==> src/verilog/bf16_pkg.sv <==
package bf16_pkg;

  localparam int OP_W     = 4;    // Opcode field width
  localparam int EXP_BIAS = 127;
  localparam int EXP_MAX  = 255;  // All-ones exponent for infinity
  localparam int SIG_W    = 16;   // Working significand with hidden one at the top

  typedef logic [OP_W-1:0] op_t;

  localparam op_t OP_ADD    = op_t'(1);
  localparam op_t OP_SUB    = op_t'(2);
  localparam op_t OP_MUL    = op_t'(3);
  localparam op_t OP_RAM_RD = op_t'(5);
  localparam op_t OP_RAM_WR = op_t'(6);
  localparam op_t OP_SD_RD  = op_t'(7);
  localparam op_t OP_SD_WR  = op_t'(8);

  typedef struct packed {
    logic       sign;
    logic [7:0] exp;
    logic [6:0] frac;
  } bf16_fields_t;

  // Same word seen as raw bits or as bfloat16 fields
  typedef union packed {
    logic [15:0]  raw;
    bf16_fields_t f;
  } bf16_t;

endpackage

==> src/verilog/bf16_arith_pipe.sv <==
`timescale 1ns/1ns

module bf16_arith_pipe (
  input  logic            clk,
  input  logic            rst,
  input  logic            issue_valid,
  input  bf16_pkg::op_t   issue_op,
  input  bf16_pkg::bf16_t issue_a,
  input  bf16_pkg::bf16_t issue_b,
  output logic            res_valid,
  output bf16_pkg::bf16_t res_data
);

  localparam int SW = bf16_pkg::SIG_W;
  localparam int EW = 10;  // Signed exponent, room for mul sums

  logic [SW-1:0]        sig_a;
  logic [SW-1:0]        sig_b;
  logic [SW-1:0]        big_sig;
  logic [SW-1:0]        small_sig;
  logic [7:0]           big_exp;
  logic                 big_sign;
  logic                 small_sign;
  logic                 eff_sign_b;
  logic [SW:0]          sum_mag;
  logic                 sum_sign;
  logic [15:0]          prod;
  logic                 c_sign;
  logic signed [EW-1:0] c_exp;
  logic [SW:0]          c_mag;

  logic                 s1_valid;
  logic                 s1_sign;
  logic signed [EW-1:0] s1_exp;
  logic [SW:0]          s1_mag;   // Bit SW is the carry, binary point below it

  logic [4:0]           lz;
  logic [SW-1:0]        norm_sig;
  logic signed [EW-1:0] norm_exp;
  bf16_pkg::bf16_t      packed_res;

  // Zero exponent field means zero operand
  assign sig_a = (issue_a.f.exp != 8'd0) ? {1'b1, issue_a.f.frac, {(SW-8){1'b0}}} : '0;
  assign sig_b = (issue_b.f.exp != 8'd0) ? {1'b1, issue_b.f.frac, {(SW-8){1'b0}}} : '0;
  assign prod  = sig_a[SW-1 -: 8] * sig_b[SW-1 -: 8];

  always_comb begin
    eff_sign_b = issue_b.f.sign ^ (issue_op == bf16_pkg::OP_SUB);
    if (issue_a.f.exp >= issue_b.f.exp) begin
      big_exp    = issue_a.f.exp;
      big_sig    = sig_a;
      big_sign   = issue_a.f.sign;
      small_sig  = sig_b >> (issue_a.f.exp - issue_b.f.exp);  // Shifted-out bits dropped
      small_sign = eff_sign_b;
    end else begin
      big_exp    = issue_b.f.exp;
      big_sig    = sig_b;
      big_sign   = eff_sign_b;
      small_sig  = sig_a >> (issue_b.f.exp - issue_a.f.exp);
      small_sign = issue_a.f.sign;
    end
    if (big_sign == small_sign) begin
      sum_mag  = {1'b0, big_sig} + {1'b0, small_sig};
      sum_sign = big_sign;
    end else if (big_sig >= small_sig) begin
      sum_mag  = {1'b0, big_sig - small_sig};
      sum_sign = big_sign;
    end else begin
      sum_mag  = {1'b0, small_sig - big_sig};
      sum_sign = small_sign;
    end
    if (sum_mag == '0) begin
      sum_sign = 1'b0;  // Exact cancellation is +0
    end
    if (issue_op == bf16_pkg::OP_MUL) begin
      c_sign = issue_a.f.sign ^ issue_b.f.sign;
      c_exp  = EW'(issue_a.f.exp) + EW'(issue_b.f.exp) - EW'(bf16_pkg::EXP_BIAS);
      c_mag  = {prod, 1'b0};  // 2.14 product lined up with the adder format
    end else begin
      c_sign = sum_sign;
      c_exp  = EW'(big_exp);
      c_mag  = sum_mag;
    end
  end

  always_ff @(posedge clk) begin
    if (rst) begin
      s1_valid <= 1'b0;
    end else begin
      s1_valid <= issue_valid;
    end
    s1_sign <= c_sign;
    s1_exp  <= c_exp;
    s1_mag  <= c_mag;
  end

  always_comb begin
    lz = '0;
    for (int i = 0; i < SW; i++) begin
      if (s1_mag[i]) begin
        lz = 5'(SW - 1 - i);  // Highest set bit wins
      end
    end
    if (s1_mag[SW]) begin
      norm_sig = s1_mag[SW:1];
      norm_exp = s1_exp + EW'(1);
    end else begin
      norm_sig = s1_mag[SW-1:0] << lz;
      norm_exp = s1_exp - EW'(lz);
    end
    packed_res.f.sign = s1_sign;
    if (s1_mag == '0 || norm_exp < 1) begin
      packed_res.f.exp  = 8'd0;  // Signed zero
      packed_res.f.frac = 7'd0;
    end else if (norm_exp > bf16_pkg::EXP_MAX - 1) begin
      packed_res.f.exp  = 8'(bf16_pkg::EXP_MAX);  // Signed infinity
      packed_res.f.frac = 7'd0;
    end else begin
      packed_res.f.exp  = norm_exp[7:0];
      packed_res.f.frac = norm_sig[SW-2 -: 7];  // Truncate below 7 fraction bits
    end
  end

  always_ff @(posedge clk) begin
    if (rst) begin
      res_valid <= 1'b0;
    end else begin
      res_valid <= s1_valid;
    end
    res_data <= packed_res;
  end

endmodule

==> src/verilog/bf16_arith_path.sv <==
`timescale 1ns/1ns

module bf16_arith_path #(
  parameter int QUEUE_DEPTH = 4
) (
  input  logic            clk,
  input  logic            rst,
  input  logic            host_req,
  input  bf16_pkg::op_t   host_opcode,
  input  bf16_pkg::bf16_t host_data_a,
  input  bf16_pkg::bf16_t host_data_b,
  input  logic            mem_busy,
  output logic            arith_accept,
  output logic            arith_idle,
  output logic            queue_full,
  output logic            arith_res_valid,
  output bf16_pkg::bf16_t arith_res_data
);

  localparam int PTR_W = (QUEUE_DEPTH > 1) ? $clog2(QUEUE_DEPTH) : 1;
  localparam int CNT_W = $clog2(QUEUE_DEPTH + 1);

  bf16_pkg::op_t    q_op [QUEUE_DEPTH];
  bf16_pkg::bf16_t  q_a  [QUEUE_DEPTH];
  bf16_pkg::bf16_t  q_b  [QUEUE_DEPTH];
  logic [PTR_W-1:0] wr_ptr;
  logic [PTR_W-1:0] rd_ptr;
  logic [CNT_W-1:0] count;
  logic [1:0]       in_flight;  // Ops inside the two pipeline stages
  logic             accept_q;
  logic             is_arith;
  logic             issue_valid;

  function automatic logic [PTR_W-1:0] next_ptr(input logic [PTR_W-1:0] ptr);
    next_ptr = (ptr == PTR_W'(QUEUE_DEPTH - 1)) ? '0 : ptr + 1'b1;
  endfunction

  assign is_arith = host_opcode inside {bf16_pkg::OP_ADD, bf16_pkg::OP_SUB, bf16_pkg::OP_MUL};
  assign queue_full  = (count == CNT_W'(QUEUE_DEPTH));
  assign issue_valid = (count != '0);  // Head goes out every cycle
  // Request is still held during its ack cycle, so skip that cycle
  assign arith_accept = host_req && is_arith && !queue_full && !mem_busy && !accept_q;
  assign arith_idle   = (count == '0) && (in_flight == 2'd0);

  always_ff @(posedge clk) begin
    if (arith_accept) begin
      q_op[wr_ptr] <= host_opcode;
      q_a[wr_ptr]  <= host_data_a;
      q_b[wr_ptr]  <= host_data_b;
    end
  end

  always_ff @(posedge clk) begin
    if (rst) begin
      wr_ptr    <= '0;
      rd_ptr    <= '0;
      count     <= '0;
      in_flight <= 2'd0;
      accept_q  <= 1'b0;
    end else begin
      accept_q <= arith_accept;
      if (arith_accept) begin
        wr_ptr <= next_ptr(wr_ptr);
      end
      if (issue_valid) begin
        rd_ptr <= next_ptr(rd_ptr);
      end
      count     <= count + CNT_W'(arith_accept) - CNT_W'(issue_valid);
      in_flight <= in_flight + 2'(issue_valid) - 2'(arith_res_valid);
    end
  end

  bf16_arith_pipe pipe_i (
    .clk         (clk),
    .rst         (rst),
    .issue_valid (issue_valid),
    .issue_op    (q_op[rd_ptr]),
    .issue_a     (q_a[rd_ptr]),
    .issue_b     (q_b[rd_ptr]),
    .res_valid   (arith_res_valid),
    .res_data    (arith_res_data)
  );

endmodule

==> src/verilog/mem_access.sv <==
`timescale 1ns/1ns

module mem_access #(
  parameter int RAM_ADDR_W   = 10,
  parameter int SDRAM_ADDR_W = 24
) (
  input  logic                    clk,
  input  logic                    rst,
  input  logic                    host_req,
  input  bf16_pkg::op_t           host_opcode,
  input  bf16_pkg::bf16_t         host_data_a,
  input  logic [RAM_ADDR_W-1:0]   host_ram_addr,
  input  logic [SDRAM_ADDR_W-1:0] host_sdram_addr,
  input  logic [15:0]             host_sdram_data,
  input  logic                    arith_idle,
  output logic [RAM_ADDR_W-1:0]   ram_addr,
  output logic                    ram_we,
  output logic [15:0]             ram_wdata,
  input  logic [15:0]             ram_rdata,
  output logic                    sdram_req,
  output logic                    sdram_wr,
  output logic [SDRAM_ADDR_W-1:0] sdram_addr,
  output logic [15:0]             sdram_wdata,
  input  logic                    sdram_ack,
  input  logic [15:0]             sdram_rdata,
  output logic                    mem_accept,
  output logic                    mem_busy,
  output logic                    mem_res_valid,
  output logic [15:0]             mem_res_data,
  output logic                    mem_res_status
);

  localparam logic [2:0] ST_IDLE    = 3'd0;
  localparam logic [2:0] ST_RAM_ADR = 3'd1;
  localparam logic [2:0] ST_RAM_DAT = 3'd2;
  localparam logic [2:0] ST_SD_WAIT = 3'd3;
  localparam logic [2:0] ST_DONE    = 3'd4;

  logic [2:0]  state;
  logic        is_arith;
  logic [15:0] res_data_q;
  logic        res_status_q;

  assign is_arith = host_opcode inside {bf16_pkg::OP_ADD, bf16_pkg::OP_SUB, bf16_pkg::OP_MUL};
  assign mem_accept     = host_req && !is_arith && arith_idle && (state == ST_IDLE);
  assign mem_busy       = (state != ST_IDLE);
  assign mem_res_valid  = (state == ST_RAM_DAT) || (state == ST_DONE);
  assign mem_res_data   = (state == ST_RAM_DAT) ? ram_rdata : res_data_q;  // RAM read passes through
  assign mem_res_status = (state == ST_DONE) && res_status_q;

  always_ff @(posedge clk) begin
    if (rst) begin
      state     <= ST_IDLE;
      ram_we    <= 1'b0;
      sdram_req <= 1'b0;
      sdram_wr  <= 1'b0;
    end else begin
      ram_we <= 1'b0;  // One-cycle write strobe
      case (state)
        ST_IDLE: begin
          if (mem_accept) begin
            res_data_q   <= '0;  // Writes answer with zero data
            res_status_q <= 1'b0;
            case (host_opcode)
              bf16_pkg::OP_RAM_RD: begin
                ram_addr <= host_ram_addr;
                state    <= ST_RAM_ADR;
              end
              bf16_pkg::OP_RAM_WR: begin
                ram_addr  <= host_ram_addr;
                ram_wdata <= host_data_a.raw;
                ram_we    <= 1'b1;
                state     <= ST_DONE;
              end
              bf16_pkg::OP_SD_RD, bf16_pkg::OP_SD_WR: begin
                sdram_addr  <= host_sdram_addr;
                sdram_wdata <= host_sdram_data;
                sdram_wr    <= (host_opcode == bf16_pkg::OP_SD_WR);
                sdram_req   <= 1'b1;
                state       <= ST_SD_WAIT;
              end
              default: begin
                res_status_q <= 1'b1;  // Unknown opcode
                state        <= ST_DONE;
              end
            endcase
          end
        end
        ST_RAM_ADR: begin
          state <= ST_RAM_DAT;  // RAM samples the address here
        end
        ST_SD_WAIT: begin
          if (sdram_ack) begin
            sdram_req <= 1'b0;
            if (!sdram_wr) begin
              res_data_q <= sdram_rdata;
            end
            state <= ST_DONE;
          end
        end
        default: begin
          state <= ST_IDLE;  // RAM_DAT and DONE report for one cycle
        end
      endcase
    end
  end

endmodule

==> src/verilog/host_response.sv <==
`timescale 1ns/1ns

module host_response (
  input  logic            clk,
  input  logic            rst,
  input  logic            arith_accept,
  input  logic            mem_accept,
  input  logic            queue_full,
  input  logic            mem_busy,
  input  logic            arith_res_valid,
  input  bf16_pkg::bf16_t arith_res_data,
  input  logic            mem_res_valid,
  input  logic [15:0]     mem_res_data,
  input  logic            mem_res_status,
  output logic            host_ack,
  output logic            host_busy,
  output logic            host_resp_valid,
  output bf16_pkg::bf16_t host_data_out,
  output logic            host_op_status
);

  always_ff @(posedge clk) begin
    if (rst) begin
      host_ack        <= 1'b0;
      host_busy       <= 1'b0;
      host_resp_valid <= 1'b0;
    end else begin
      host_ack        <= arith_accept | mem_accept;
      host_busy       <= queue_full | mem_busy;
      host_resp_valid <= arith_res_valid | mem_res_valid;  // Paths never finish together
    end
  end

  always_ff @(posedge clk) begin
    if (arith_res_valid) begin
      host_data_out  <= arith_res_data;
      host_op_status <= 1'b0;
    end else if (mem_res_valid) begin
      host_data_out.raw <= mem_res_data;
      host_op_status    <= mem_res_status;
    end
  end

endmodule

==> src/verilog/bf16_processor.sv <==
`timescale 1ns/1ns

module bf16_processor #(
  parameter int RAM_ADDR_W   = 10,
  parameter int SDRAM_ADDR_W = 24,
  parameter int QUEUE_DEPTH  = 4
) (
  input  logic                    clk,
  input  logic                    rst,
  input  logic                    host_req,
  input  bf16_pkg::op_t           host_opcode,
  input  bf16_pkg::bf16_t         host_data_a,
  input  bf16_pkg::bf16_t         host_data_b,
  input  logic [RAM_ADDR_W-1:0]   host_ram_addr,
  input  logic [SDRAM_ADDR_W-1:0] host_sdram_addr,
  input  logic [15:0]             host_sdram_data,
  output logic                    host_ack,
  output logic                    host_busy,
  output logic                    host_resp_valid,
  output bf16_pkg::bf16_t         host_data_out,
  output logic                    host_op_status,
  output logic [RAM_ADDR_W-1:0]   ram_addr,
  output logic                    ram_we,
  output logic [15:0]             ram_wdata,
  input  logic [15:0]             ram_rdata,
  output logic                    sdram_req,
  output logic                    sdram_wr,
  output logic [SDRAM_ADDR_W-1:0] sdram_addr,
  output logic [15:0]             sdram_wdata,
  input  logic                    sdram_ack,
  input  logic [15:0]             sdram_rdata
);

  logic            arith_accept;
  logic            arith_idle;
  logic            queue_full;
  logic            arith_res_valid;
  bf16_pkg::bf16_t arith_res_data;
  logic            mem_accept;
  logic            mem_busy;
  logic            mem_res_valid;
  logic [15:0]     mem_res_data;
  logic            mem_res_status;

  bf16_arith_path #(
    .QUEUE_DEPTH (QUEUE_DEPTH)
  ) arith_i (
    .clk             (clk),
    .rst             (rst),
    .host_req        (host_req),
    .host_opcode     (host_opcode),
    .host_data_a     (host_data_a),
    .host_data_b     (host_data_b),
    .mem_busy        (mem_busy),
    .arith_accept    (arith_accept),
    .arith_idle      (arith_idle),
    .queue_full      (queue_full),
    .arith_res_valid (arith_res_valid),
    .arith_res_data  (arith_res_data)
  );

  mem_access #(
    .RAM_ADDR_W   (RAM_ADDR_W),
    .SDRAM_ADDR_W (SDRAM_ADDR_W)
  ) mem_i (
    .clk             (clk),
    .rst             (rst),
    .host_req        (host_req),
    .host_opcode     (host_opcode),
    .host_data_a     (host_data_a),
    .host_ram_addr   (host_ram_addr),
    .host_sdram_addr (host_sdram_addr),
    .host_sdram_data (host_sdram_data),
    .arith_idle      (arith_idle),
    .ram_addr        (ram_addr),
    .ram_we          (ram_we),
    .ram_wdata       (ram_wdata),
    .ram_rdata       (ram_rdata),
    .sdram_req       (sdram_req),
    .sdram_wr        (sdram_wr),
    .sdram_addr      (sdram_addr),
    .sdram_wdata     (sdram_wdata),
    .sdram_ack       (sdram_ack),
    .sdram_rdata     (sdram_rdata),
    .mem_accept      (mem_accept),
    .mem_busy        (mem_busy),
    .mem_res_valid   (mem_res_valid),
    .mem_res_data    (mem_res_data),
    .mem_res_status  (mem_res_status)
  );

  host_response resp_i (
    .clk             (clk),
    .rst             (rst),
    .arith_accept    (arith_accept),
    .mem_accept      (mem_accept),
    .queue_full      (queue_full),
    .mem_busy        (mem_busy),
    .arith_res_valid (arith_res_valid),
    .arith_res_data  (arith_res_data),
    .mem_res_valid   (mem_res_valid),
    .mem_res_data    (mem_res_data),
    .mem_res_status  (mem_res_status),
    .host_ack        (host_ack),
    .host_busy       (host_busy),
    .host_resp_valid (host_resp_valid),
    .host_data_out   (host_data_out),
    .host_op_status  (host_op_status)
  );

endmodule

==> config.mk <==
export PLATFORM = sky130hd
export DESIGN_NAME = bf16_processor
export DESIGN_NICKNAME = d
export VERILOG_FILES = /design/src/verilog/bf16_pkg.sv /design/src/verilog/bf16_arith_pipe.sv /design/src/verilog/bf16_arith_path.sv /design/src/verilog/mem_access.sv /design/src/verilog/host_response.sv /design/src/verilog/bf16_processor.sv
export SDC_FILE = /design/constraint.sdc
export NUM_CORES = 1
export LEC_CHECK = 0
export BUFFER_PORTS_ARGS = -buffer_cell sky130_fd_sc_hd__buf_2
export CORE_MARGIN = 1
export CORE_UTILIZATION = 54
export DETAILED_ROUTE_END_ITERATION = 10
export GPL_ROUTABILITY_DRIVEN = 0
export PLACE_DENSITY_LB_ADDON = 0.2
export SYNTH_ARGS = -nofsm -noshare
export SYNTH_HDL_FRONTEND = slang
export SYNTH_SLANG_ARGS = --single-unit
==> constraint.sdc <==
create_clock -name clk -period 6.9 [get_ports clk]
set_input_delay 0.69 -clock clk [delete_from_list [all_inputs] [get_ports clk]]
set_output_delay 0.69 -clock clk [all_outputs]
set_load 0.05 [all_outputs]
======== Word level (Yosys, flattened, before mapping) ========
Memories as Yosys holds them, arrays and structs flattened. A register that Yosys moved wholly into a read port is not among the register bits.
Index checks and enable logic that the tools add are counted.
storage, ports and cells
  flip-flop bits (word level) ............. 165
  bits in writable memories ............... 144
  input port bits ......................... 122
  logic and storage cells ................. 186
  memories ................................ 3
memories
  memory        depth  bits a word  read ports  clocked after memory_dff  write ports  RTL line               RTL
  arith_i.q_a   4      16           1           1                         1            bf16_arith_path.sv:24  bf16_pkg::bf16_t q_a [QUEUE_DEPTH];
  arith_i.q_b   4      16           1           1                         1            bf16_arith_path.sv:25  bf16_pkg::bf16_t q_b [QUEUE_DEPTH];
  arith_i.q_op  4      4            1           1                         1            bf16_arith_path.sv:23  bf16_pkg::op_t q_op [QUEUE_DEPTH];
operators by class
  add/sub/neg operators ................... 15
  $mul .................................... 1
  magnitude comparators ................... 4
  equality and inequality tests ........... 21
  shifts and indexed selects .............. 3
  mux-type cells .......................... 61
  bitwise logic cells ..................... 8
  reduce and logical (&&, ||, !) cells .... 40
operator list
  operator               count
  $mux 16                11
  $mux 5                 15
  $logic_not 17->1       2
  $mux 17                2
  $pmux 16 s2            1
  $shr 16x8->16          2
  $sub 16x16->16         2
  $mux 15                2
  $add 16x16->17         1
  $eq 4x2->1 const B     4
  $ge 16x16->1           1
  $mul 8x8->16           1
  $mux 2                 8
  $mux 8                 2
  $reduce_and 4->1       4
  $reduce_bool 8->1      2
  $shl 16x5->15          1
  $sub 8x8->8            2
  $mux 1                 13
  $eq 4x3->1 const B     3
  $add 10x2->10 const B  1
  $gt 10x9->1 const B    1
  $lt 10x2->1 const B    1
  $mux 10                1
  39 further kinds       70

======== Depth between registers and ports, before layout ========
  depth in word-level cells ............... 21
  gate-level depth with buffers ........... 32
  mapped depth without buffers ............ 29

======== Cells and area by module ========
A second synthesis with hierarchy kept.
second synthesis, totals
  cell total of the unflattened synthesis .. 1,581
  area total of the unflattened synthesis .. 18,218.7 um^2
by module, submodules not included
  module           times used  cells each  area an instance (um^2)  seq. area each (um^2)
  bf16_arith_pipe  1           1,109       8,348.0                  920.9
  bf16_arith_path  1           255         5,825.6                  4,564.4
  mem_access       1           171         3,190.6                  2,612.5
  host_response    1           46          854.6                    560.5

======== Worst setup path before layout ========
OpenSTA, ideal clock, no wires.
  kind .................................... register -> register
  from .................................... register with a tool-made name
  to ...................................... register arith_i.pipe_i.s1_mag[16]
  setup time .............................. 131 ps
  arrival time ............................ 6,489 ps
  required time ........................... 6,769 ps
  setup slack ............................. 279 ps
  cell stages (with the launch flop) ...... 27
  buffers on the path ..................... 2
  cell sequence ........................... dfxtp_1 buf_6 mux4_2 or4_4 o21ai_1 inv_1 clkbuf_1 nand2_1 nor2_1 fa_1 inv_1 fa_1 inv_1 fa_1 fa_1 ha_1 a21boi_0 o21ai_0 a21boi_0 o21ai_0 a21boi_0 o21ai_0 nand2b_1 a21o_1 a21oi_1 xnor2_1 mux2i_1
RTL lines
  what                  RTL line               RTL
  end signal, assigned  bf16_arith_pipe.sv:94  s1_mag <= c_mag;
  end, declared         bf16_arith_pipe.sv:35  logic [SW:0] s1_mag;

==> impl_results.md <==
* Outcome: complete, no violations
* Core Area at 33900 µm²
* Final setup margin at 0.362 ns
* HPWL after DPL at 33.8 mm
* Count of cell types in the netlist at 92
* CTS HTree Levels at 1
* CTS root buf: clkbuf_16
* Reg-to-reg slack, setup at 0.36 ns
* Clock transition at path regs at 0.06 ns
* Asr flop ratio synth at 0%
* Avg Cell Area, Syn at about 11 µm²
* Critical-path maximum fanout at 13
* Tot GR Track Use at 25.0%
* NumNets Final at 2204
* Remaining antenna violation count after routing at 0
* Via/cell ratio at 5.82
* Startpoint Class: flip-flop
* Final-report max-slew violation count at 0
* WHS Path Cells at 1
* Num ports at 211
* Share of cells above drive strength 1 at 22.9%
* TNS Setup at 0 ns
* Final Skew at between 0.03 and 0.04 ns
* Row count at 67
* Routed via count at 14000
* DP Area at 20600 µm²
* DR pass1 iterations at 7
* Synth Net Count at 1950
* Tmin final at roughly 6.5 ns
* DR iter-0 viols at about 1100
* Hold buffer count at cts at 0
* Largest net degree at the start of global routing at 49
* Die Y at approximately 190 µm
* Dominant synthesized flop cell: edfxtp_1
* R2R depth at 27
* RR Endpoint: arith_i.pipe_i.s1_mag[15]
* Biggest cell delay along the critical path at 0.58 ns
* # DRC at 0
* Final wirelength at 45.1 mm
* P&R area growth vs syn at 15.8%
* Port bufs at 210
* Vias in the first global route at 13800
* Seq cells post-synth at 311
* Die W at 189 µm
* Final setup violation count at 0
* Post-synthesis sequential area ratio at 46.1%
* Post-synth EDFFs at 243
* CP max stage cell: or4_4
* Setup crit end: arith_i.pipe_i.s1_mag[15]
* Final Instance Area at ~22000 µm²
* Mapped Cells at 1681
* Synth Warn # at 0
* Cts bufs inserted at 31
* Placed cells at between 2000 and 2500
* Slew Limit Headroom at 26.7%
* Initial antenna violation count at 1
* Routed len/inst at approximately 19 µm
* Initial cell density of the core at 55.5%
* Die area at 35500 µm²
* GRT overflow at 0
* ANT cells at 0
* Pre-CTS setup slack at -0.0730 ns
* Worst skew pair latency at 0.61 ns
* F_max at 0.153 GHz
* WP data required at around 7.4 ns
* Worst Max-Slew Pin Slew at 1.10 ns
* Crit path DAT at 6.99 ns
* Fin. Hold Viols at 0
* Crit Path Category: flip-flop to flip-flop
* Crit end category: flip-flop
* Clk sinks at 311
* Mapped cell area at 18800 µm²
* CTS tree: built
* Hold Crit Class: input port to flip-flop
* First-pass GRT wire length at 70.6 mm
* Max-cap violations at 0
* Clk buf depth at 3
* Tcrit/Tclk final at 94.8%
* Layout Cells excl Fill at ~2400
worst min-delay path by stage:
| stage | slack (ns) | start | to |
|---|---|---|---|
| after floorplan | 0.31 | arith_i.pipe_i.s1_sign | arith_i.pipe_i.res_data[15] |
| after global placement | 0.37 | arith_i.pipe_i.s1_sign | arith_i.pipe_i.res_data[15] |
| after detailed placement | 0.36 | arith_i.pipe_i.s1_sign | arith_i.pipe_i.res_data[15] |
| after CTS | 0.24 | host_sdram_addr[23] | mem_i.sdram_addr[23] |
| after global routing | 0.24 | host_sdram_addr[23] | mem_i.sdram_addr[23] |
| final | 0.26 | host_sdram_data[2] | mem_i.sdram_wdata[2] |
critical path, delay by kind of cell, from the launching register on:
kind                       cells  cell delay (ns)
xor gates and xnor gates       1             0.26
muxes                          1             0.54
buffers and inverters          6             0.69
and+or+nand+nor                5             0.90
adders and majority gates      5             2.11
DFF                            1             0.45
AOI/OAI and AO/OA              9             1.43
routing by layer:
layer | wire length [µm] | up-vias | track usage [%]
li1 | - | 6636 | -
met3 | 3180 | 118 | 4.21
met4 | 1960 | 2 | 11.6
met1 | 18200 | 6686 | 31.7
met5 | 10 | - | 0
met2 | 21700 | 568 | 41.8
kinds of logic (layout without fill, tap and decap cells):
logic type	count (synthesis)	after routing	synth area share, %
AO/OA/AOI/OAI	337	337	12.0
adder cells (fa/ha/maj)	147	147	11.5
buffers and inverters	214	493	4.90
multiplexers	135	135	10.5
XOR/XNOR	56	56	2.61
AND/OR/NAND/NOR	481	481	12.4
flip-flops	311	311	46.1
state kept, by name, summed over array words and instances, names as in the netlist, 3 cells and up, named ones only:
register	cells
mem_i.sdram_addr	24
mem_i.state	3
arith_i.q_op	16
arith_i.pipe_i.s1_exp	10
mem_i.res_data_q	16
arith_i.q_b	64
mem_i.ram_addr	10
arith_i.count	3
resp_i.host_data_out	16
mem_i.sdram_wdata	16
arith_i.pipe_i.res_data	16
arith_i.q_a	64
mem_i.ram_wdata	16
arith_i.pipe_i.s1_mag	17
what timing repair did:
action,CTS,global route
gates resized for setup,1,22
pin swaps,0,2
endpoints found under the setup margin,4,13
setup buffers,0,10
gates cloned,0,0
synthesized netlist by cell type, drive strengths merged, types with 13 or more instances:
| library cell | count | area, µm² |
|---|---|---|
| edfxtp | 243 | 7300 |
| nor2 | 147 | 567 |
| inv | 145 | 544 |
| nand2 | 131 | 499 |
| ha | 104 | 1300 |
| a21oi | 90 | 450 |
| o21ai | 69 | 349 |
| dfxtp | 68 | 1360 |
| mux2i | 68 | 681 |
| mux4 | 45 | 1040 |
| nor3 | 45 | 230 |
| fa | 43 | 861 |
| clkbuf | 42 | 159 |
| xnor2 | 37 | 324 |
| buf | 27 | 216 |
| nor2b | 25 | 156 |
| and2 | 24 | 150 |
| a21o | 22 | 165 |
| mux2 | 22 | 248 |
| nand3 | 20 | 100 |
| o22ai | 19 | 125 |
| xor2 | 19 | 166 |
| o21bai | 17 | 128 |
| nand2b | 16 | 100 |
| a31oi | 14 | 103 |
| nor4 | 13 | 81.3 |
metrics by stage:
step | util (%) | hold slack (ns)
2_1_floorplan | - | 0.310
3_3_place_gp | 60.9 | 0.366
3_5_place_dp | 60.9 | 0.364
4_1_cts | 63.8 | 0.236
5_1_grt | 64.3 | 0.236
6_report | 64.3 | 0.255
layout by cell type (no fill, tap or decap), types with 16 or more instances in the layout:
cell type,instances
a21o_1,22
a21oi_1,87
and2_1,23
buf_2,210
buf_4,79
clkbuf_16,31
dfxtp_1,66
edfxtp_1,243
fa_1,43
ha_1,103
inv_1,144
mux2_2,22
mux2i_1,68
mux4_2,38
nand2_1,130
nand2b_1,16
nand3_1,20
nor2_1,139
nor2b_1,25
nor3_1,42
o21ai_0,55
o21bai_1,17
o22ai_1,18
xnor2_1,37
xor2_1,18
layout make-up:
type | instances | area (µm²)
clock buffers | 34 | 787
repair buffers | 290 | 1660
flip-flops and latches | 311 | 8660
clock inverters | 24 | 205
multi-input cells | 1156 | 9340
inverters | 145 | 544
fillers | 2662 | 12100
well taps | 448 | 561
Power is left out: the tool's default activity adds up to more than one toggle a clock period on the data nets, which glitch-free logic cannot reach.
